$ cat config.mk
export PLATFORM = sky130hd
export DESIGN_NAME = sprite_tables
export DESIGN_NICKNAME = d
export VERILOG_FILES = /design/src/spu_mem_pkg.sv /design/src/spu_pkg.sv /design/src/sprite_tables.sv
export SDC_FILE = /design/constraint.sdc
export NUM_CORES = 2
export LEC_CHECK = 0
export BUFFER_PORTS_ARGS = -buffer_cell sky130_fd_sc_hd__buf_4
export CORE_ASPECT_RATIO = 0.6
export CORE_MARGIN = 2
export CORE_UTILIZATION = 30
export CTS_BUF_LIST = sky130_fd_sc_hd__clkbuf_8 sky130_fd_sc_hd__clkbuf_16
export CTS_CLUSTER_SIZE = 25
export DETAILED_ROUTE_END_ITERATION = 6
export HOLD_SLACK_MARGIN = 0.08
export SLEW_MARGIN = 20
export SYNTH_ARGS = -nofsm -noshare
export SYNTH_HDL_FRONTEND = slang
export SYNTH_MEMORY_MAX_BITS = 65536
export SYNTH_SLANG_ARGS = --single-unit
$ cat constraint.sdc
create_clock -name clk -period 10.51 [get_ports clk]
set_clock_uncertainty 0.1 [all_clocks]
set_input_delay 2.102 -clock clk [delete_from_list [all_inputs] [get_ports clk]]
set_output_delay 2.102 -clock clk [all_outputs]
set_load 0.02 [all_outputs]
$ cat src/spu_mem_pkg.sv
`default_nettype none

package spu_mem_pkg;

	localparam int ADDR_W = 21;	// word address, 2M x 16
	localparam int DATA_W = 16;
	localparam int OFFS_W = 16;	// row offset in words
	localparam int ATTR_W = 8;	// descriptor register width
	localparam int PAL_AW = 8;	// 256 palette entries

	// descriptor register index inside an 8 byte block
	localparam logic [2:0] ATTR_REG_XPOS_L = 3'd0;
	localparam logic [2:0] ATTR_REG_XPOS_H = 3'd1;	// bit7 xpos[8], 6..0 xsize
	localparam logic [2:0] ATTR_REG_YPOS_L = 3'd2;
	localparam logic [2:0] ATTR_REG_YPOS_H = 3'd3;	// bit7 ypos[8], 6..0 ysize
	localparam logic [2:0] ATTR_REG_MODE   = 3'd4;	// 7..2 palette, 1..0 mode
	localparam logic [2:0] ATTR_REG_ADR0   = 3'd5;
	localparam logic [2:0] ATTR_REG_ADR1   = 3'd6;
	localparam logic [2:0] ATTR_REG_ADR2   = 3'd7;	// bits 4..0 only

	// mode bits of reg4
	typedef enum logic [1:0] {
		cm_off    = 2'd0,
		cm_c4     = 2'd1,
		cm_c16    = 2'd2,
		cm_direct = 2'd3
	} color_mode_t;

endpackage

`default_nettype wire

$ cat src/spu_pkg.sv
`default_nettype none

package spu_pkg;

	// ------------------------------
	// raster
	// ------------------------------
	localparam int LINE_PIXELS = 360;	// visible pixels per line
	localparam int LBUF_AW     = 9;	// line buffer address bits
	localparam int VLINES      = 288;	// lines per frame
	localparam int VLINE_W     = 9;	// line counter bits

	localparam int PIX_W = 6;	// colour index width

	// ------------------------------
	// engine FSM
	// ------------------------------
	typedef enum logic [3:0] {
		idle_scan,	// line begin, point at sprite 0
		attr_mode,	// reg4: mode and palette
		attr_ypos,	// reg2
		attr_ysize,	// reg3, visibility test
		attr_adr0,
		attr_adr1,
		attr_adr2,
		attr_xpos,	// reg0
		attr_xsize,	// reg1, first fetch
		wait_word,	// waiting for mem_strobe
		emit_pixels,	// one pixel per clock
		end_word,
		halt	// all sprites done
	} engine_state_t;

endpackage

`default_nettype wire

$ cat src/sprite_tables.sv
`timescale 1ns/1ps
`default_nettype none

module sprite_tables
	import spu_pkg::*, spu_mem_pkg::*;
#(
	parameter int NUM_SPRITES = 32
)
(
	input  logic                           clk,
	input  logic                           line_start,
	input  logic                           pre_vline,
	input  logic                           cfg_we,
	input  logic [PAL_AW:0]                cfg_addr,
	input  logic [ATTR_W-1:0]              cfg_data,
	input  logic [$clog2(NUM_SPRITES)+2:0] attr_ra,
	input  logic [PAL_AW-1:0]              pal_ra,
	input  logic [$clog2(NUM_SPRITES)-1:0] offs_ra,
	input  logic [OFFS_W-1:0]              offs_wd,
	input  logic                           offs_we,
	output logic [ATTR_W-1:0]              attr_rd,
	output logic [PIX_W:0]                 pal_rd,
	output logic [OFFS_W-1:0]              offs_rd,
	output logic [VLINE_W-1:0]             vline,
	output logic                           line_sel
);

	localparam int ATTR_AW = $clog2(NUM_SPRITES) + 3;

	logic [ATTR_W-1:0] attr_mem [NUM_SPRITES*8];	// 8 regs per sprite
	logic [PIX_W:0]    pal_mem  [2**PAL_AW];	// bit6 transparent
	logic [OFFS_W-1:0] offs_mem [NUM_SPRITES];	// row offset per sprite

	logic fresh;	// set by line_start, gone after first clock
	logic line_step;

	// ------------------------------
	// host writes and offset update
	// ------------------------------
	always_ff @(posedge clk)
	begin
		if (cfg_we && cfg_addr[PAL_AW])
			pal_mem[cfg_addr[PAL_AW-1:0]] <= cfg_data[PIX_W:0];
		if (cfg_we && !cfg_addr[PAL_AW])
			attr_mem[cfg_addr[ATTR_AW-1:0]] <= cfg_data;	// sprite*8 + reg
		if (offs_we)
			offs_mem[offs_ra] <= offs_wd;	// engine writes back offs+1
	end

	// addresses come registered from the engine
	assign attr_rd = attr_mem[attr_ra];
	assign pal_rd  = pal_mem[pal_ra];
	assign offs_rd = offs_mem[offs_ra];

	// ------------------------------
	// line counter
	// ------------------------------
	always_ff @(posedge clk or posedge line_start)
	begin
		if (line_start)
			fresh <= 1'b1;
		else
			fresh <= 1'b0;
	end

	assign line_step = fresh && !line_start;	// first clock after line_start falls

	always_ff @(posedge clk)
	begin
		if (line_step)
		begin
			if (pre_vline || vline == VLINE_W'(VLINES - 1))
				vline <= '0;	// frame restart
			else
				vline <= vline + 1'b1;
			line_sel <= ~line_sel;	// swap buffer halves
		end
	end

endmodule

`default_nettype wire

==> metrics.md <==
| Metric | Value |
|---|---|
| Drt initial violations | `12870` |
| Peak VDD IR | `0.0001485 V` |
| Cts hold-fix bufs | `0` |
| CP startpoint kind | `input port` |
| IO Pins | `100` |
| Placer Congestion | `0.8539` |
| Root buf cell | `clkbuf_16` |
| RSZ-0062 raised after global routing | `false` |
| Final hold violations | `0` |
| Slew margin rel. | `0.1789` |
| Worst Path Arrival | `6.73 ns` |
| DR vias | `83700` |
| Worst-path fanout max | `96` |
| Status | `finished, final reports clean` |
| Post-CTS sizing | `0` |
| Number of antenna violations at the first check in global routing | `28` |
| Final wirelength | `438700 um` |
| First-pass GRT wire length | `622100 um` |
| CTS tree | `built` |
| DP HPWL | `270100 um` |
| Final Cycle Share | `0.8498` |
| Mapped Nets | `7918` |
| Clock tree buffer depth | `4` |
| I/O Buffers | `99` |
| Total power draw | `36.24 mW` |
| Die W | `972.2 um` |
| Clock tree sinks | `4363` |
| WS Path Type | `in2out` |
| Util after Layout | `0.3434` |
| Synth Area per Inst | `21.47 um^2` |
| Setup bufs post-CTS | `0` |
| Slew Limit Fails | `0` |
| CP endpoint kind | `output pin` |
| Fraction of registers with async set/reset | `0.0002292` |
| Core region area | `560700 um^2` |
| Synth warn | `0` |
| Biggest area consumer among synthesized cells | `edfxtp_1` |
| Fmax | `0.1120 GHz` |
| Min-delay worst type | `reg2reg` |
| Starting density of the core | `0.3009` |
| Share of the synthesized area in the top cell type | `0.7763` |
| Most used DFF post-synth | `edfxtp_1` |
| Wire per inst | `27.44 um` |
| DRT Pass-1 Iters | `6` |
| Pwr dens | `188.2 nW/um^2` |
| Synthesized area | `168700 um^2` |
| Most frequent cells in the layout | `edfxtp_1, mux4_2, nor2_1, clkbuf_16, mux2i_1` |
| Fin Setup TNS | `0 ns` |
| Hold EP | `line_sel$_DFFE_PP_` |
| Count of flip-flops with a built-in enable after synthesis | `4362` |
| Latest clock arrival within the worst-skew pair | `1.01 ns` |
| Synth Register Bits | `4363` |
| Req. time, crit path | `8.31 ns` |
| Post-layout min period | `8.932 ns` |
| Synth area leaders | `edfxtp_1, mux4_2, mux2i_1` |
| Clk slew on worst S/H paths | `0.06 ns` |
| DRT antenna net count | `0` |
| Overall die height | `584.9 um` |
| Row Count | `213` |
| Number of CTS-inserted buffers | `425` |
| Max Cap Viol | `0` |
| Reg2reg setup slack | `8.78 ns` |
| Grt ovf | `0` |
| Seq/Total Area, Yosys | `0.7764` |
| Die area | `568700 um^2` |
| Number of global-route vias before repair | `82290` |
| Setup Viol. Count Final | `0` |
| Hold Crit Start | `line_sel$_DFFE_PP_` |
| Leakage | `58.78 nW` |
| Cells after Synth | `7858` |
| # nets final | `8155` |
| Tightest Pin Transition | `1.197 ns` |
| Critical R2R Launch | `vline[0]$_SDFFCE_PP0P_` |
| Largest net degree at the start of global routing | `209` |
| Commonest non-fill, non-tap cell in the layout | `edfxtp_1` |
| # DRC | `0` |
| RR Endpoint | `vline[5]$_SDFFCE_PP0P_` |
| Post-synth cell types | `55` |
| H-tree depth | `5` |
| Tot GR Track Use | `0.1492` |
| Layout cells sized above 1 | `0.2355` |
| Hold path depth | `1` |
| DR vias/cell | `5.235` |
| R2R cell count | `5` |
| Layout area overhead | `14.13%` |
[cell type report]
class / instances / area (um^2)
well taps: 7525 / 9415
clock inverters: 360 / 3153
inverters: 10 / 41.29
clock buffers: 428 / 10710
multi-input cells: 3008 / 35630
flip-flops and latches: 4363 / 131000
repair buffers: 287 / 2597
diodes: 9 / 22.52
fillers: 51480 / 368100
[cells in the mapped netlist (all sizes together) (44+ instances only)]
| cell type | number |
|---|---|
| buf | 235 |
| mux2i | 358 |
| a22oi | 107 |
| mux4 | 1003 |
| nand2 | 151 |
| a22o | 44 |
| clkbuf | 242 |
| nor2b | 48 |
| edfxtp | 4362 |
| a21oi | 89 |
| nor2 | 582 |
| o22ai | 85 |
| nor3 | 108 |
| o221ai | 122 |
[critical path, cell delays in order]
cell and delay [ns]:
buf_8 0.32, buf_12 0.45, buf_4 0.79, mux4_2 0.44, nand2_1 0.11, a21oi_1 0.08
a2111oi_1 0.81, nor3b_1 0.83, nor4_1 0.25, buf_4 0.28
[logic make-up after synthesis]
group | after synthesis | share of synthesized area
DFF | 4363 | 0.7764
muxes | 1395 | 0.1574
and+or+nand+nor | 1023 | 0.02631
AOI/OAI and AO/OA | 582 | 0.02517
buffers and inverters | 487 | 0.01432
xor gates and xnor gates | 6 | 0.0003115
adders and majority gates | 1 | 0.00007414
other | 1 | 0.00002222
[through the flow]
step / hold WS, ns / setup slack (ns) / cell area [um^2] / instances
finish: 0.4581 / 1.578 / 192600 / 15990
global route: 0.4598 / 1.642 / 192600 / 15980
CTS: 0.4527 / 1.752 / 192500 / 15980
detailed placement: 0.4398 / 1.763 / 178700 / 15190
global placement: 0.4338 / 1.194 / 178600 / 15190
floorplan: 0.5539 / 3.916 / 168700 / 7858
[worst max-delay path by stage]
stage | from | to | slack, ns | cells after the start
floorplan | pal_ra[0] | pal_rd[1] | 3.92 | 12
CTS | attr_ra[1] | attr_rd[6] | 1.75 | 10
detailed placement | attr_ra[1] | attr_rd[6] | 1.76 | 10
global route | attr_ra[1] | attr_rd[6] | 1.64 | 10
finish | attr_ra[1] | attr_rd[6] | 1.58 | 10
global placement | attr_ra[1] | attr_rd[3] | 1.19 | 10
[sequential cells by signal (all words and copies together) (netlist names)]
signal and count:
offs_mem 512, attr_mem 2048, pal_mem 1792, fresh 1, line_sel 1, vline 9
[power breakdown]
| group | internal (mW) | total [mW] | switching, mW |
|---|---|---|---|
| clock | 8.56 | 15.2 | 6.64 |
| sequential | 19.2 | 19.2 | 0.0115 |
| combinational | 0.611 | 1.84 | 1.23 |
[layer usage]
layer  vias up  GRT usage  wire, um
li1      33540          -         -
met1     44870     0.2277    191300
met2      4619     0.2131    187800
met3       669    0.03697     49100
met4         6    0.03743     10550
met5         -          0        37
Power figures use the tool's default switching activity.
