`src/spu_mem_pkg.sv`:
```
`default_nettype none

package spu_mem_pkg;

	localparam int ADDR_W = 21;	// word address, 2M x 16
	localparam int DATA_W = 16;
	localparam int OFFS_W = 16;	// row offset in words
	localparam int ATTR_W = 8;	// descriptor register width
	localparam int PAL_AW = 8;	// 256 palette entries

	// descriptor register index inside an 8 byte block
	localparam logic [2:0] ATTR_REG_XPOS_L = 3'd0;
	localparam logic [2:0] ATTR_REG_XPOS_H = 3'd1;	// bit7 xpos[8], 6..0 xsize
	localparam logic [2:0] ATTR_REG_YPOS_L = 3'd2;
	localparam logic [2:0] ATTR_REG_YPOS_H = 3'd3;	// bit7 ypos[8], 6..0 ysize
	localparam logic [2:0] ATTR_REG_MODE   = 3'd4;	// 7..2 palette, 1..0 mode
	localparam logic [2:0] ATTR_REG_ADR0   = 3'd5;
	localparam logic [2:0] ATTR_REG_ADR1   = 3'd6;
	localparam logic [2:0] ATTR_REG_ADR2   = 3'd7;	// bits 4..0 only

	// mode bits of reg4
	typedef enum logic [1:0] {
		cm_off    = 2'd0,
		cm_c4     = 2'd1,
		cm_c16    = 2'd2,
		cm_direct = 2'd3
	} color_mode_t;

endpackage

`default_nettype wire

```
`src/spu_pkg.sv`:
```
`default_nettype none

package spu_pkg;

	// ------------------------------
	// raster
	// ------------------------------
	localparam int LINE_PIXELS = 360;	// visible pixels per line
	localparam int LBUF_AW     = 9;	// line buffer address bits
	localparam int VLINES      = 288;	// lines per frame
	localparam int VLINE_W     = 9;	// line counter bits

	localparam int PIX_W = 6;	// colour index width

	// ------------------------------
	// engine FSM
	// ------------------------------
	typedef enum logic [3:0] {
		idle_scan,	// line begin, point at sprite 0
		attr_mode,	// reg4: mode and palette
		attr_ypos,	// reg2
		attr_ysize,	// reg3, visibility test
		attr_adr0,
		attr_adr1,
		attr_adr2,
		attr_xpos,	// reg0
		attr_xsize,	// reg1, first fetch
		wait_word,	// waiting for mem_strobe
		emit_pixels,	// one pixel per clock
		end_word,
		halt	// all sprites done
	} engine_state_t;

endpackage

`default_nettype wire

```
`src/sprite_engine.sv`:
```
`timescale 1ns/1ps
`default_nettype none

module sprite_engine
	import spu_pkg::*, spu_mem_pkg::*;
#(
	parameter int NUM_SPRITES = 32
)
(
	input  logic                           clk,
	input  logic                           line_start,
	input  logic [VLINE_W-1:0]             vline,
	input  logic [ATTR_W-1:0]              attr_rd,
	input  logic [PIX_W:0]                 pal_rd,
	input  logic [OFFS_W-1:0]              offs_rd,
	input  logic [DATA_W-1:0]              mem_data,
	input  logic                           mem_strobe,
	output logic [$clog2(NUM_SPRITES)+2:0] attr_ra,
	output logic [PAL_AW-1:0]              pal_ra,
	output logic [$clog2(NUM_SPRITES)-1:0] offs_ra,
	output logic [OFFS_W-1:0]              offs_wd,
	output logic                           offs_we,
	output logic                           mem_req,
	output logic [ADDR_W-1:0]              mem_addr,
	output logic                           pix_we,
	output logic [LBUF_AW-1:0]             pix_wa,
	output logic [PIX_W:0]                 pix_wd,
	output logic                           busy
);

	localparam int SPR_W = $clog2(NUM_SPRITES);

	engine_state_t     state;
	logic [SPR_W-1:0]  num;	// sprite in work
	color_mode_t       cmode;
	logic [5:0]        pal;	// palette select from reg4
	logic [7:0]        ypos_lo;
	logic [ADDR_W-1:0] base;	// image base, words
	logic [OFFS_W-1:0] offs;	// current row offset
	logic [7:0]        words_left;
	logic [2:0]        pix_left;	// pixels still in the word
	logic [LBUF_AW-1:0] wa;	// buffer write position
	logic [DATA_W-1:0] sh;	// pixel word shifter

	logic [SPR_W-1:0]   num_next;
	logic [VLINE_W-1:0] ypos_full;
	logic [VLINE_W:0]   ypos_end;
	logic               vis;
	color_mode_t        mode_rd;
	logic [7:0]         xsz_words;
	logic [OFFS_W-1:0]  offs_next;
	logic [ADDR_W-1:0]  word_addr;
	logic               px_opaque;
	logic [PIX_W-1:0]   px_color;

	assign num_next  = num + 1'b1;
	assign ypos_full = {attr_rd[7], ypos_lo};	// valid in attr_ysize
	assign ypos_end  = {1'b0, ypos_full} + {1'b0, attr_rd[6:0], 2'b00};	// 4 lines per unit
	assign vis       = (vline >= ypos_full) && ({1'b0, vline} < ypos_end);
	assign mode_rd   = color_mode_t'(attr_rd[1:0]);
	assign xsz_words = (cmode == cm_direct) ? {attr_rd[6:0], 1'b0} : {1'b0, attr_rd[6:0]};
	assign offs_next = offs + 1'b1;
	assign word_addr = base + ADDR_W'(offs);

	// direct colour from the shifter, else through the palette
	assign px_opaque = (cmode == cm_direct) ? sh[DATA_W-1] : !pal_rd[PIX_W];
	assign px_color  = (cmode == cm_direct) ? sh[DATA_W-3 -: PIX_W] : pal_rd[PIX_W-1:0];

	// palette address of the pixel at the top of w
	function automatic logic [PAL_AW-1:0] pal_addr(input logic [DATA_W-1:0] w);
		if (cmode == cm_c4)
			return {pal, w[DATA_W-1 -: 2]};
		return {pal[5:2], w[DATA_W-1 -: 4]};	// 16c drops low palette bits
	endfunction

	function automatic logic [DATA_W-1:0] shift_px(input logic [DATA_W-1:0] w);
		case (cmode)
			cm_c4:   return w << 2;
			cm_c16:  return w << 4;
			default: return w << 8;	// direct, one byte per pixel
		endcase
	endfunction

	// ------------------------------
	// descriptor walk and pixel loop
	// ------------------------------
	always_ff @(posedge clk or posedge line_start)
	begin : fsm
		logic advance;	// sprite done or skipped
		advance = 1'b0;
		if (line_start)
		begin
			state      <= idle_scan;
			num        <= '0;
			cmode      <= cm_off;
			pal        <= '0;
			ypos_lo    <= '0;
			base       <= '0;
			offs       <= '0;
			words_left <= '0;
			pix_left   <= '0;
			wa         <= '0;
			sh         <= '0;
			attr_ra    <= '0;
			pal_ra     <= '0;
			offs_ra    <= '0;
			offs_wd    <= '0;
			offs_we    <= 1'b0;
			mem_req    <= 1'b0;
			mem_addr   <= '0;
			pix_we     <= 1'b0;
			pix_wa     <= '0;
			pix_wd     <= '0;
			busy       <= 1'b0;
		end
		else
		begin
			offs_we <= 1'b0;
			pix_we  <= 1'b0;
			case (state)
				idle_scan:
				begin
					num     <= '0;
					attr_ra <= {SPR_W'(0), ATTR_REG_MODE};
					offs_ra <= '0;
					busy    <= 1'b1;
					state   <= attr_mode;
				end
				attr_mode:
				begin
					if (mode_rd != cm_off)
					begin
						cmode        <= mode_rd;
						pal          <= attr_rd[7:2];
						attr_ra[2:0] <= ATTR_REG_YPOS_L;
						state        <= attr_ypos;
					end
					else
						advance = 1'b1;	// inactive
				end
				attr_ypos:
				begin
					ypos_lo      <= attr_rd;
					attr_ra[2:0] <= ATTR_REG_YPOS_H;
					state        <= attr_ysize;
				end
				attr_ysize:
				begin
					if (vis)
					begin
						offs         <= (vline == ypos_full) ? '0 : offs_rd;	// first line restarts
						attr_ra[2:0] <= ATTR_REG_ADR0;
						state        <= attr_adr0;
					end
					else
						advance = 1'b1;	// not on this line
				end
				attr_adr0:
				begin
					base[7:0]    <= attr_rd;
					attr_ra[2:0] <= ATTR_REG_ADR1;
					state        <= attr_adr1;
				end
				attr_adr1:
				begin
					base[15:8]   <= attr_rd;
					attr_ra[2:0] <= ATTR_REG_ADR2;
					state        <= attr_adr2;
				end
				attr_adr2:
				begin
					base[ADDR_W-1:16] <= attr_rd[ADDR_W-17:0];
					attr_ra[2:0]      <= ATTR_REG_XPOS_L;
					state             <= attr_xpos;
				end
				attr_xpos:
				begin
					wa[7:0]      <= attr_rd;
					attr_ra[2:0] <= ATTR_REG_XPOS_H;
					state        <= attr_xsize;
				end
				attr_xsize:
				begin
					wa[8] <= attr_rd[7];
					if (xsz_words == 8'd0)
						advance = 1'b1;	// empty row
					else
					begin
						words_left <= xsz_words;
						mem_addr   <= word_addr;	// first word of the row
						mem_req    <= 1'b1;
						offs       <= offs_next;
						offs_wd    <= offs_next;
						offs_we    <= 1'b1;
						state      <= wait_word;
					end
				end
				wait_word:
				begin
					if (mem_strobe)
					begin
						mem_req    <= 1'b0;	// idle while the word is unpacked
						words_left <= words_left - 1'b1;
						if (words_left != 8'd1)
						begin
							mem_addr <= word_addr;	// next word ready
							offs     <= offs_next;
							offs_wd  <= offs_next;
							offs_we  <= 1'b1;
						end
						pal_ra <= pal_addr(mem_data);	// pixel 0 lookup
						sh     <= (cmode == cm_direct) ? mem_data : shift_px(mem_data);
						case (cmode)
							cm_c4:   pix_left <= 3'd7;
							cm_c16:  pix_left <= 3'd3;
							default: pix_left <= 3'd1;
						endcase
						state <= emit_pixels;
					end
				end
				emit_pixels:
				begin
					pix_we   <= px_opaque;	// transparent leaves buffer alone
					pix_wa   <= wa;
					pix_wd   <= {1'b1, px_color};
					wa       <= wa + 1'b1;
					pal_ra   <= pal_addr(sh);
					sh       <= shift_px(sh);
					pix_left <= pix_left - 1'b1;
					if (pix_left == 3'd0)
						state <= end_word;
				end
				end_word:
				begin
					if (words_left != 8'd0)
					begin
						mem_req <= 1'b1;
						state   <= wait_word;
					end
					else
						advance = 1'b1;
				end
				halt:
					busy <= 1'b0;	// wait for next line_start
				default:
					state <= halt;
			endcase

			if (advance)
			begin
				if (&num)	// last sprite
				begin
					busy  <= 1'b0;
					state <= halt;
				end
				else
				begin
					num     <= num_next;
					attr_ra <= {num_next, ATTR_REG_MODE};
					offs_ra <= num_next;
					state   <= attr_mode;
				end
			end
		end
	end

endmodule

`default_nettype wire

```
`config.mk`:
```
export PLATFORM = sky130hd
export DESIGN_NAME = sprite_engine
export DESIGN_NICKNAME = d
export VERILOG_FILES = /design/src/spu_mem_pkg.sv /design/src/spu_pkg.sv /design/src/sprite_engine.sv
export SDC_FILE = /design/constraint.sdc
export NUM_CORES = 1
export LEC_CHECK = 0
export CAP_MARGIN = 20
export CORE_ASPECT_RATIO = 0.8
export CORE_MARGIN = 5
export CORE_UTILIZATION = 58
export DETAILED_ROUTE_END_ITERATION = 10
export DONT_BUFFER_PORTS = 1
export PLACE_DENSITY = 0.8
export SLEW_MARGIN = 20
export SYNTH_ARGS = -nofsm -noshare
export SYNTH_HDL_FRONTEND = slang
export SYNTH_SLANG_ARGS = --single-unit
```
`constraint.sdc`:
```
create_clock -name clk -period 4.96 [get_ports clk]
set_input_delay 0.248 -clock clk [delete_from_list [all_inputs] [get_ports clk]]
set_output_delay 0.248 -clock clk [all_outputs]
set_load 0.005 [all_outputs]
```
==> out/summary.log, run 1 <==
qor: die.initial_utilization 0.5976
qor: critical_path.cp-startpoint ypos_lo[2]
qor: yosys.synthesis.area 9986 µm²
qor: pwr.p_per_area 721.2 nW/µm²
qor: placed_design.placement.cell_area 10100 µm²
qor: drt.drt_drc_violations_left 0
qor: layout.diodes 0
qor: clock_tree.cts.repair_timing.setup_buffer_count 0
qor: yosys.synth_cell_types 57
qor: yosys.synth_top_cells_by_area dfrtp_1 (44%), ha_1 (6.3%), nand2_1 (6.2%)
qor: min_path.hold_class in2async
qor: global_route.grt_antenna_before_repair 1
qor: timing.final.setup.tns 0 ps
qor: layout.post_route_cells_drive_above_1_share 0.07253
qor: pwr.power.static_leakage 4.893 nW
qor: clock_tree.cts.clk_slew.worst_paths 70 ps
qor: drt.antenna_violating_nets_post_route 0
qor: timing.final.period_utilization 0.8180
qor: layout.finalCoreUtilization 0.6496
qor: layout.final_common_cell dfrtp_1
qor: critical_path.worstSetupPathType reg2reg
qor: yosys.synth.yosys.seq_area_share 0.4410
qor: yosys.synth_edf_count 0
qor: critical_path.reg2reg_depth 16
qor: yosys.area_share_of_the_largest_cell_type_after_synthesis 0.4410
qor: global_route.grt_pass1_vias 7650
qor: timing.timing_hold_violations_final 40
qor: die.core_area 16710 µm²
qor: job.drv_cap 0
qor: layout.num-nets-final 1201
qor: critical_path.r2r-end attr_ra[5]
qor: timing.max-slew-margin-rel 0.3054
qor: drt.detail_route.iter0.violations 1126
qor: clock_tree.cts_inserted_buffers 17
qor: timing.post-route-min-period 4057 ps
qor: timing.timing.fmax 0.2465 GHz
qor: placed_design.io_buffer_count 0
qor: critical_path.critPathTopFamily compound AO/OA/AOI/OAI gates
qor: placed_design.post-place-ws 891.4 ps
qor: yosys.synth-warning-count 0
qor: global_route.grt_remaining_overflow 0
qor: die.core.rowCount 42
qor: yosys.ys_async_sr_fraction 1.000
qor: placed_design.gpl.final_weighted_congestion 0.8709
qor: drt.drt-pass1-iter-count 5
qor: timing.unrepaired_setup_endpoints_after_global_routing no
qor: critical_path.cpMaxStageDelayCell a221oi_4
qor: pwr.max-vdd-ir-drop 0.3533 mV
qor: die.die_h 127.4 µm
qor: yosys.synth.largest_area_cell dfrtp_1
qor: global_route.grt_start_max_net_pins 177
qor: timing.setup_viol_count_final 0
qor: critical_path.worstPathRequired 5290 ps
qor: yosys.postSynthAreaPerCell 8.988 µm²
qor: critical_path.critical_path.max_fanout 15
qor: layout.design_area 10860 µm²
qor: critical_path.cp_num_buf_inv 0
qor: clock_tree.clk_path_buf_depth 2
qor: layout.mostFrequentLayoutCells dfrtp_1 (176), nand2_1 (165), o21ai_0 (103)
qor: yosys.mappedNetlistNets 1222
qor: yosys.synth_flop_cell dfrtp_1
qor: critical_path.startpoint_type register
qor: placed_design.detailed_place_hpwl 17330 µm
qor: critical_path.regToRegSetupSlack 900 ps
qor: clock_tree.clock_tree_from_tritoncts done
qor: critical_path.r2r-start ypos_lo[2]
qor: critical_path.worstPathArrival 4380 ps
qor: die.pin_count 137
qor: drt.drt_wl_cell 19.45 µm
qor: die.die_x 156.7 µm
qor: critical_path.slowest_stage_delay_on_critical_path 610 ps
qor: global_route.first_pass_grt_wire_length 41730 µm
qor: yosys.postSynthCellCount 1111
qor: yosys.yosys_register_bits 176
qor: outcome.violations negative hold slack
qor: timing.setup_ws 902.6 ps
qor: die.die_area 19960 µm²
qor: layout.layout-area-overhead-vs-synth 8.708%
qor: timing.final.setup_skew 7.871 ps
qor: drt.drt-total-wl 25730 µm
qor: timing.finalHoldWorstSlack -27.66 ps
qor: clock_tree.cts.sinks 176
qor: clock_tree.clockRootBuffer clkbuf_16
qor: timing.final-max-slew-violation-count 0
qor: critical_path.cp_cell_sequence ha_1 -> fa_1 -> a21o_1 -> a21oi_1 -> o21bai_1 -> a21oi_1 -> xor2_1 -> ha_1 -> nor2_1 -> nor2_1 -> nand2_1 -> a211o_1 -> a32o_1 -> a221oi_4 -> a21oi_2 -> a21o_1
qor: global_route.global_route.usage.total 0.2615
qor: drt.vias 8301
qor: outcome.outcome complete, but fails checks
qor: drt.vias_per_cell 6.274
qor: timing.tightestPinTransition 1042 ps
qor: clock_tree.clock_latency 440 ps
qor: critical_path.endpoint_kind register
qor: clock_tree.htree_levels 4
==> worst max path at each step <==
stage / end / slack [ps] / cells after the start
final: attr_ra[5] / 900 / 16
after global routing: attr_ra[5] / 620 / 16
after CTS: attr_ra[5] / 910 / 16
after detailed placement: offs_ra[4] / 890 / 16
after global placement: offs_ra[4] / 1030 / 16
after floorplan: attr_ra[4] / 1520 / 17
==> cell families after synthesis <==
kind of cell             after synthesis  share of synthesized area
buffers and inverters                100                    0.03972
AO/OA/AOI/OAI                        344                     0.2156
AND/OR/NAND/NOR                      359                     0.1580
multiplexers                          42                    0.04561
flip-flops                           176                     0.4410
XOR/XNOR                              38                    0.03333
adder cells (fa/ha/maj)               52                    0.06666
==> Yosys cell counts, drive strengths merged, types with 6 or more instances <==
cell type,instances
a22oi,27
a21o,18
and2,10
o21ai,103
o21a,7
o22ai,6
dfrtp,176
nand2,165
and3,11
a221oi,7
inv,37
nand4,9
ha,50
nor3,18
mux2i,14
mux2,28
xor2,16
a21oi,96
o211ai,19
nor2,87
clkbuf,52
nand3,22
nand2b,14
a31oi,14
buf,11
xnor2,22
a211oi,8
a22o,10
nor2b,10
==> timing repair <==
item | CTS | global route
endpoints found under the hold margin | 45 | 0
hold buffers | 13 | 0
gates resized for setup | 0 | 0
==> cell type report <==
cell class                 instances  area, µm²
clock buffer                      18      439.2
clock inverter                    14      180.2
fill                            1391       5856
inverter                          37      142.6
multi-input combinational        835       5196
sequential                       176       4404
tap                              220      275.3
timing repair buffer              23      217.7
==> state kept, by name (all words and copies together), names as in the netlist, 5 cells and up <==
signal	flops
base	21
mem_addr	21
offs	16
offs_wd	16
sh	16
pix_wa	9
wa	9
attr_ra	8
pal_ra	8
words_left	8
ypos_lo	8
pix_wd	7
pal	6
num	5
offs_ra	5
==> where the power goes <==
group	total (mW)	switching, mW	internal [mW]
registers	2.87	0.772	2.10
clock network	1.42	0.602	0.816
logic	3.54	2.04	1.50
==> per-layer routing <==
| metal | vias to the layer above | share of wire | global-route usage |
|---|---|---|---|
| met5 | - | 0.00051 | 0 |
| met3 | 35 | 0.11 | 0.09601 |
| met4 | 2 | 0.015 | 0.06480 |
| met2 | 362 | 0.43 | 0.3597 |
| li1 | 3910 | - | - |
| met1 | 3992 | 0.44 | 0.3922 |
==> stage by stage <==
step | power (mW) | std cells | hold WS (ps)
floorplan | 5.496 | 1111 | 364.8
detailed placement | 6.343 | 1278 | 374.0
CTS | 7.795 | 1323 | 7.794
global placement | 6.209 | 1278 | 367.8
finish | 7.828 | 1323 | -27.66
global route | 8.478 | 1323 | 9.605
No activity file was read; power rests on OpenSTA's default activity.
==> run 2, diff against run 1 <==
--- a/config.mk
+++ b/config.mk
@@ -5,10 +5,11 @@
 export SDC_FILE = /design/constraint.sdc
 export NUM_CORES = 1
 export LEC_CHECK = 0
+export ABC_AREA = 1
 export CAP_MARGIN = 20
 export CORE_ASPECT_RATIO = 0.8
 export CORE_MARGIN = 5
-export CORE_UTILIZATION = 58
+export CORE_UTILIZATION = 60
 export DETAILED_ROUTE_END_ITERATION = 10
 export DONT_BUFFER_PORTS = 1
 export PLACE_DENSITY = 0.8
==> constraint.sdc (replaced) <==
create_clock -name clk -period 4.1 [get_ports clk]
set_input_delay 0.205 -clock clk [delete_from_list [all_inputs] [get_ports clk]]
set_output_delay 0.205 -clock clk [all_outputs]
set_load 0.005 [all_outputs]
==> out/summary.log, run 2 <==
qor: clock_tree.clockRootBuffer clkbuf_16
qor: placed_design.detailed_place_hpwl 19510 µm [+13%]
qor: timing.final.setup.tns 0 ps [unchanged]
qor: timing.tightestPinTransition 985.4 ps [-56.45 ps]
qor: yosys.synth.largest_area_cell dfrtp_1
qor: placed_design.io_buffer_count 0 [unchanged]
qor: critical_path.worstPathArrival 3420 ps [-960 ps]
qor: critical_path.critical_path.max_fanout 35 [+20]
qor: global_route.grt_remaining_overflow 0 [unchanged]
qor: layout.design_area 11240 µm² [+3.6%]
qor: placed_design.placement.cell_area 10440 µm² [+3.4%]
qor: die.pin_count 137 [unchanged]
qor: clock_tree.cts.clk_slew.worst_paths 70 ps [about the same]
qor: yosys.yosys_register_bits 176 [unchanged]
qor: clock_tree.htree_levels 4 [unchanged]
qor: yosys.synth.yosys.seq_area_share 0.4260 [-0.01500]
qor: pwr.intPower 5.291 mW [+20%]
qor: layout.finalCoreUtilization 0.6571 [+0.007490]
qor: yosys.area_share_of_the_largest_cell_type_after_synthesis 0.4260 [-0.01500]
qor: critical_path.startpoint_type register
qor: critical_path.path_common_cell nand2_1
qor: drt.antenna_violating_nets_post_route 0 [unchanged]
qor: yosys.synth-warning-count 0 [unchanged]
qor: yosys.postSynthCellCount 1337 [+20%]
qor: clock_tree.clock_tree_from_tritoncts done
qor: pwr.clock_power_share 0.174 [-0.007]
qor: drt.drt_wl_cell 16.97 µm [-13%]
qor: yosys.synth_cell_types 50 [-12%]
qor: pwr.power.combinational.fraction 0.492 [+0.040]
qor: layout.layout-area-overhead-vs-synth 8.751% [about the same]
qor: critical_path.endpoint_kind register
qor: yosys.ys_async_sr_fraction 1.000 [unchanged]
qor: pwr.switching_power 4.642 mW [+36%]
qor: die.die_h 127.4 µm [about the same]
qor: critical_path.regToRegSetupSlack 970 ps [+70 ps]
qor: pwr.p_per_area 883.6 nW/µm² [+23%]
qor: drt.drt-pass1-iter-count 5 [unchanged]
qor: layout.final_common_cell nand2_1
qor: clock_tree.post_cts_hold_buffer_count 17 [+4]
qor: clock_tree.clk_path_buf_depth 2 [unchanged]
qor: clock_tree.cts.repair_timing.setup_buffer_count 0 [unchanged]
qor: drt.detail_route.iter0.violations 935 [-17%]
qor: pwr.switching_share 0.4674 [+0.03171]
qor: timing.post-route-min-period 3127 ps [-930.3 ps]
qor: outcome.outcome completed
qor: die.die_x 156.8 µm [about the same]
qor: timing.final.period_utilization 0.7627 [-0.05532]
qor: drt.highest_layer met5
qor: layout.mostFrequentLayoutCells nand2_1 (336), o21ai_0 (176), dfrtp_1 (176)
qor: critical_path.cpMaxStageDelayCell fa_1
qor: layout.multi_input_area 5102 µm² [-1.8%]
qor: global_route.grt_pass1_vias 8552 [+12%]
qor: yosys.yosys.cell_count.top_type nand2_1
qor: drt.vias 9199 [+11%]
qor: yosys.synth_edf_count 0 [unchanged]
qor: global_route.grt_antenna_before_repair 1 [unchanged]
qor: yosys.synth_top_cells_by_count nand2_1 (336), dfrtp_1 (176), o21ai_0 (176)
qor: job.drv_cap 0 [unchanged]
qor: critical_path.worstSetupPathType reg2reg
qor: placed_design.gpl.final_weighted_congestion 0.9538 [+9.5%]
qor: timing.max-slew-margin-rel 0.3407 [+0.03521]
qor: critical_path.worstPathRequired 4400 ps [-890 ps]
qor: timing.timing.fmax 0.3198 GHz [+30%]
qor: min_path.hold_class in2reg
qor: layout.post_route_cells_drive_above_1_share 0.05708 [-0.01545]
qor: timing.unrepaired_setup_endpoints_after_global_routing no
qor: clock_tree.cts.sinks 176 [unchanged]
qor: layout.top_regs base: 21 flops, mem_addr: 21 flops
qor: die.initial_utilization 0.6042 [+0.006653]
qor: clock_tree.clock_latency 440 ps [about the same]
qor: pwr.power.static_leakage 5.418 nW [+11%]
qor: layout.register_area 4404 µm² [unchanged]
qor: clock_tree.cts_inserted_buffers 17 [unchanged]
qor: clock_tree.postCtsResizedCells 0 [unchanged]
qor: drt.detail_route.wirelength.met1 11890 µm [+4.3%]
qor: timing.setup_viol_count_final 0 [unchanged]
qor: yosys.synthesis.area 10340 µm² [+3.5%]
qor: die.core_area 17110 µm² [+2.4%]
qor: pwr.power.total 9.933 mW [+27%]
qor: drt.drt_drc_violations_left 0 [unchanged]
qor: layout.num-nets-final 1447 [+20%]
qor: die.die_area 19970 µm² [about the same]
qor: critical_path.cp_cell_sequence ha_1 -> fa_1 -> nand3_1 -> nand2_1 -> nand2_1 -> nand2_1 -> a21oi_1 -> xor2_1 -> ha_1 -> nand2_1 -> nand2_1 -> nand2_1 -> nand2_1 -> nand2_1 -> nand2_2 -> nand2_1 -> o21ai_0
qor: drt.routed-wl-met3 2707 µm [-6.6%]
qor: critical_path.slowest_stage_delay_on_critical_path 420 ps [-190 ps]
qor: yosys.synth_top_cells_by_area dfrtp_1 (43%), nand2_1 (12%), o21ai_0 (8.5%)
qor: layout.fillCellCount 1476 [+6.1%]
qor: timing.timing_hold_violations_final 0 [-100%]
qor: drt.met2RoutedLength 11560 µm [+4.8%]
qor: drt.vias_per_cell 5.844 [-6.9%]
qor: global_route.first_pass_grt_wire_length 43800 µm [+5.0%]
qor: global_route.global_route.usage.total 0.2726 [+0.01115]
qor: pwr.max-vdd-ir-drop 0.3827 mV [+8.3%]
qor: timing.final-max-slew-violation-count 0 [unchanged]
qor: die.core.rowCount 43 [+2.4%]
qor: global_route.grt_start_max_net_pins 65 [-63%]
qor: pwr.sequentialPowerShare 0.334 [-0.033]
qor: yosys.postSynthAreaPerCell 7.732 µm² [-14%]
qor: yosys.synth_flop_cell dfrtp_1
qor: layout.diodes 0 [unchanged]
qor: yosys.mappedNetlistNets 1448 [+18%]
qor: timing.final.setup_skew 10.66 ps [+2.793 ps]
qor: drt.drt-total-wl 26700 µm [+3.8%]
==> run 2: power by group through the flow <==
stage	Combinational, mW	Sequential, mW	Clock, mW
after floorplan	3.93	3.08	0
after global placement	4.63	3.30	0
after detailed placement	4.79	3.33	0
after CTS	4.83	3.32	1.75
after global routing	5.59	3.42	1.83
final	4.89	3.32	1.73
==> run 2: layer usage <==
metal,GRT usage,vias to the layer above
met5,0,-
met4,0.07602,2
met1,0.3961,4286
li1,-,4458
met3,0.08229,54
met2,0.3981,399
==> run 2: worst max-delay path: cells and delay by family (launching register included) <==
family                     cells  cell delay, ps
AOI/OAI and AO/OA              2             250
adders and majority gates      3             880
DFF                            1             400
and+or+nand+nor               11            1290
xor gates and xnor gates       1             160
==> run 2: cells by family after synthesis <==
kind of cell	synth area share
AND/OR/NAND/NOR	0.2238
AO/OA/AOI/OAI	0.1825
buffers and inverters	0.08037
flip-flops	0.4260
adder cells (fa/ha/maj)	0.06439
XOR/XNOR	0.02288
==> run 2: final timing paths <==
path | startpoint | end | cells past startpoint
min | attr_rd[6] | pal[4] | 2
min in group asynchronous | line_start | base[20] | 2
max reg2reg | ypos_lo[2] | state[2] | 17
min reg2reg | pal[5] | pal_ra[7] | 2
max | ypos_lo[2] | state[2] | 17
max in group asynchronous | line_start | cmode[1] | 3
==> run 2: area by class of cell <==
| class | instances | share of cell area |
|---|---|---|
| Tap cell | 225 | 0.02504 |
| Clock inverter | 14 | 0.01770 |
| Timing Repair Buffer | 26 | 0.02115 |
| Inverter | 155 | 0.05231 |
| Clock buffer | 18 | 0.03817 |
| Multi-Input combinational cell | 960 | 0.4539 |
| Sequential cell | 176 | 0.3918 |
==> run 2: metrics by stage <==
step | setup WS [ps] | cells | hold WS (ps)
2_1_floorplan | 1435 | 1337 | 299.6
3_3_place_gp | 1121 | 1525 | 238.2
3_5_place_dp | 1004 | 1525 | 246.6
4_1_cts | 979.2 | 1574 | 2.232
5_1_grt | 643.4 | 1574 | 11.99
6_report | 972.9 | 1574 | 10.81
==> run 3, diff against run 2 <==
--- a/config.mk
+++ b/config.mk
@@ -9,7 +9,7 @@
 export CAP_MARGIN = 20
 export CORE_ASPECT_RATIO = 0.8
 export CORE_MARGIN = 5
-export CORE_UTILIZATION = 60
+export CORE_UTILIZATION = 58
 export DETAILED_ROUTE_END_ITERATION = 10
 export DONT_BUFFER_PORTS = 1
 export PLACE_DENSITY = 0.8
==> constraint.sdc (replaced) <==
create_clock -name clk -period 2.7 [get_ports clk]
set_input_delay 0.135 -clock clk [delete_from_list [all_inputs] [get_ports clk]]
set_output_delay 0.135 -clock clk [all_outputs]
set_load 0.005 [all_outputs]
==> out/summary.log, run 3 (synthesis gave the netlist of run 2 again) <==
qor: outcome.outcome complete, but fails checks
qor: outcome.violations negative setup slack
qor: drt.vias 9533 [+3.6%]
qor: critical_path.r2r-end attr_ra[7]
qor: critical_path.reg2reg_depth 19 [+2]
qor: timing.finalHoldWorstSlack 5.542 ps [-5.269 ps]
qor: timing.final-max-slew-violation-count 0 [unchanged]
qor: timing.final.setup_skew 8.254 ps [-2.410 ps]
qor: layout.register_area 4404 µm² [unchanged]
qor: critical_path.regToRegSetupSlack -50 ps [-1030 ps]
qor: die.core.rowCount 43 [unchanged]
qor: critical_path.cp_cell_sequence ha_2 -> fa_2 -> xnor2_2 -> ha_1 -> nand2_2 -> inv_1 -> nand2_1 -> nand3_2 -> nand2_1 -> nand2_1 -> nand2_1 -> nand2_1 -> nand2_1 -> nand2_2 -> nand2_4 -> nand2_8 -> clkbuf_16 -> nand2_2 -> o21ai_1
qor: layout.num-nets-final 1480 [+2.3%]
qor: critical_path.path_common_cell nand2_1
qor: timing.post-route-min-period 2755 ps [-372.5 ps]
qor: drt.drt-total-wl 28500 µm [+6.7%]
qor: layout.finalCoreUtilization 0.6861 [+0.02903]
qor: drt.drt_wl_cell 17.73 µm [+4.5%]
qor: global_route.grt_pass1_vias 9064 [+6.0%]
qor: timing.unrepaired_setup_endpoints_after_global_routing yes
qor: placed_design.placement.cell_area 10610 µm² [+1.6%]
qor: min_path.min_from attr_rd[6]
qor: timing.final.setup.tns -889.1 ps [-889.1 ps]
qor: clock_tree.clock_tree_from_tritoncts done
qor: critical_path.cp-startpoint ypos_lo[2]
qor: critical_path.worstSetupPathType reg2reg
qor: drt.drt-pass1-iter-count 5 [unchanged]
qor: layout.diodes 0 [unchanged]
qor: pwr.power.static_leakage 5.703 nW [+5.3%]
qor: global_route.grt_remaining_overflow 0 [unchanged]
qor: placed_design.gpl.final_weighted_congestion 0.9447 [-0.95%]
qor: layout.fillCellCount 1410 [-4.5%]
qor: pwr.p_per_area 1363 nW/µm² [+54%]
qor: drt.vias_per_cell 5.932 [+1.5%]
qor: critical_path.r2r-start ypos_lo[2]
qor: min_path.hold_class in2reg
qor: layout.final_common_cell nand2_1
qor: critical_path.cpMaxStageDelayCell fa_2
qor: die.pin_count 137 [unchanged]
qor: job.drv_cap 0 [unchanged]
qor: global_route.grt_start_max_net_pins 85 [+31%]
qor: critical_path.critical_path.max_fanout 8 [-77%]
qor: die.core_area 17430 µm² [+1.9%]
qor: clock_tree.cts.sinks 176 [unchanged]
qor: drt.antenna_violating_nets_post_route 0 [unchanged]
qor: critical_path.worstPathArrival 3070 ps [-350 ps]
qor: timing.final.period_utilization 1.020 [+0.2575]
qor: layout.multi_input_area 5369 µm² [+5.2%]
qor: drt.drt_drc_violations_left 0 [unchanged]
qor: die.die_h 129.4 µm [+1.6%]
qor: global_route.global_route.usage.total 0.2748 [+0.002168]
qor: critical_path.startpoint_type register
qor: critical_path.critPathCapture attr_ra[7]
qor: pwr.max-vdd-ir-drop 0.6462 mV [+69%]
qor: timing.tightestPinTransition 842.8 ps [-142.6 ps]
qor: placed_design.io_buffer_count 0 [unchanged]
qor: global_route.grt_antenna_before_repair 0 [-1]
qor: timing.timing.fmax 0.3630 GHz [+14%]
qor: clock_tree.clk_path_buf_depth 2 [unchanged]
qor: layout.mostFrequentLayoutCells nand2_1 (313), dfrtp_1 (176), o21ai_0 (160)
qor: clock_tree.cts.clk_slew.worst_paths 70 ps [about the same]
qor: die.die_x 159.3 µm [+1.6%]
qor: clock_tree.clock_latency 430 ps [about the same]
qor: placed_design.post-place-ws -192.3 ps [-1197 ps]
qor: clock_tree.htree_levels 4 [unchanged]
qor: timing.max-slew-margin-rel 0.4368 [+0.09612]
qor: critical_path.worstPathRequired 3020 ps [-1380 ps]
qor: timing.setup_ws -54.52 ps [-1027 ps]
qor: layout.top_regs base: 21 flops, mem_addr: 21 flops
qor: clock_tree.cts_inserted_buffers 17 [unchanged]
qor: critical_path.endpoint_kind register
qor: layout.design_area 11960 µm² [+6.4%]
qor: drt.detail_route.iter0.violations 1144 [+22%]
qor: timing.setup_viol_count_final 35 [+35]
qor: clock_tree.clockRootBuffer clkbuf_16
qor: timing.timing_hold_violations_final 0 [unchanged]
qor: die.initial_utilization 0.5930 [-0.01119]
qor: global_route.first_pass_grt_wire_length 46350 µm [+5.8%]
qor: layout.post_route_cells_drive_above_1_share 0.1136 [+0.05652]
qor: placed_design.detailed_place_hpwl 19700 µm [+1.0%]
qor: die.die_area 20610 µm² [+3.2%]
qor: critical_path.slowest_stage_delay_on_critical_path 420 ps [about the same]
qor: layout.layout-area-overhead-vs-synth 15.70%
-- run 3: power breakdown --
group | internal (mW) | switching [mW] | leakage (nW)
Sequential | 3.91 | 1.15 | 2.14
Combinational | 3.21 | 5.34 | 3.25
Clock | 1.60 | 1.10 | 0.310
-- run 3: routing by layer --
layer  share of wire  vias to the layer above  global-route usage  wire [µm]
met4           0.019                        0             0.07974        550
met3            0.10                       53             0.06677       2888
li1                -                     4547                   -          -
met1            0.43                     4477              0.3925      12250
met2            0.45                      456              0.4219      12810
met5               0                        -                   0          0
-- run 3: cell type report --
cell class / instances / area share
Multi-Input combinational cell: 960 / 0.4489
Sequential cell: 176 / 0.3682
Timing Repair Buffer: 59 / 0.05618
Inverter: 155 / 0.04938
Clock buffer: 19 / 0.03703
Tap cell: 225 / 0.02354
Clock inverter: 13 / 0.01674
-- run 3: stage by stage --
stage / total power [mW] / cells
after global routing: 17.67 / 1607
after global placement: 12.33 / 1539
after floorplan: 10.63 / 1337
after detailed placement: 12.56 / 1539
after CTS: 15.62 / 1605
final: 16.30 / 1607
-- run 3: worst min-delay path by stage --
stage	end	slack [ps]	cells after the start
after global placement	pix_wa[1]	90	1
after detailed placement	wa[2]	90	1
after floorplan	pix_we	230	1
final	words_left[6]	6	4
after CTS	offs[5]	3	4
after global routing	base[5]	30	2
-- run 3: worst max-delay path: cells and delay by family, from the launching register on --
kind	cells	cell delay, ps
xor+xnor	1	150
flops	1	380
fa+ha+maj	3	920
simple gates	12	900
compound gates	1	60
buf+inv	2	240
-- run 3: what timing repair did --
action | CTS | global route
pin swaps | 0 | 13
hold buffers | 28 | 0
resized for setup | 10 | 83
hold endpoints to repair | 66 | 0
cloned | 2 | 3
setup buffers | 4 | 0
endpoints found under the setup margin | 37 | 42
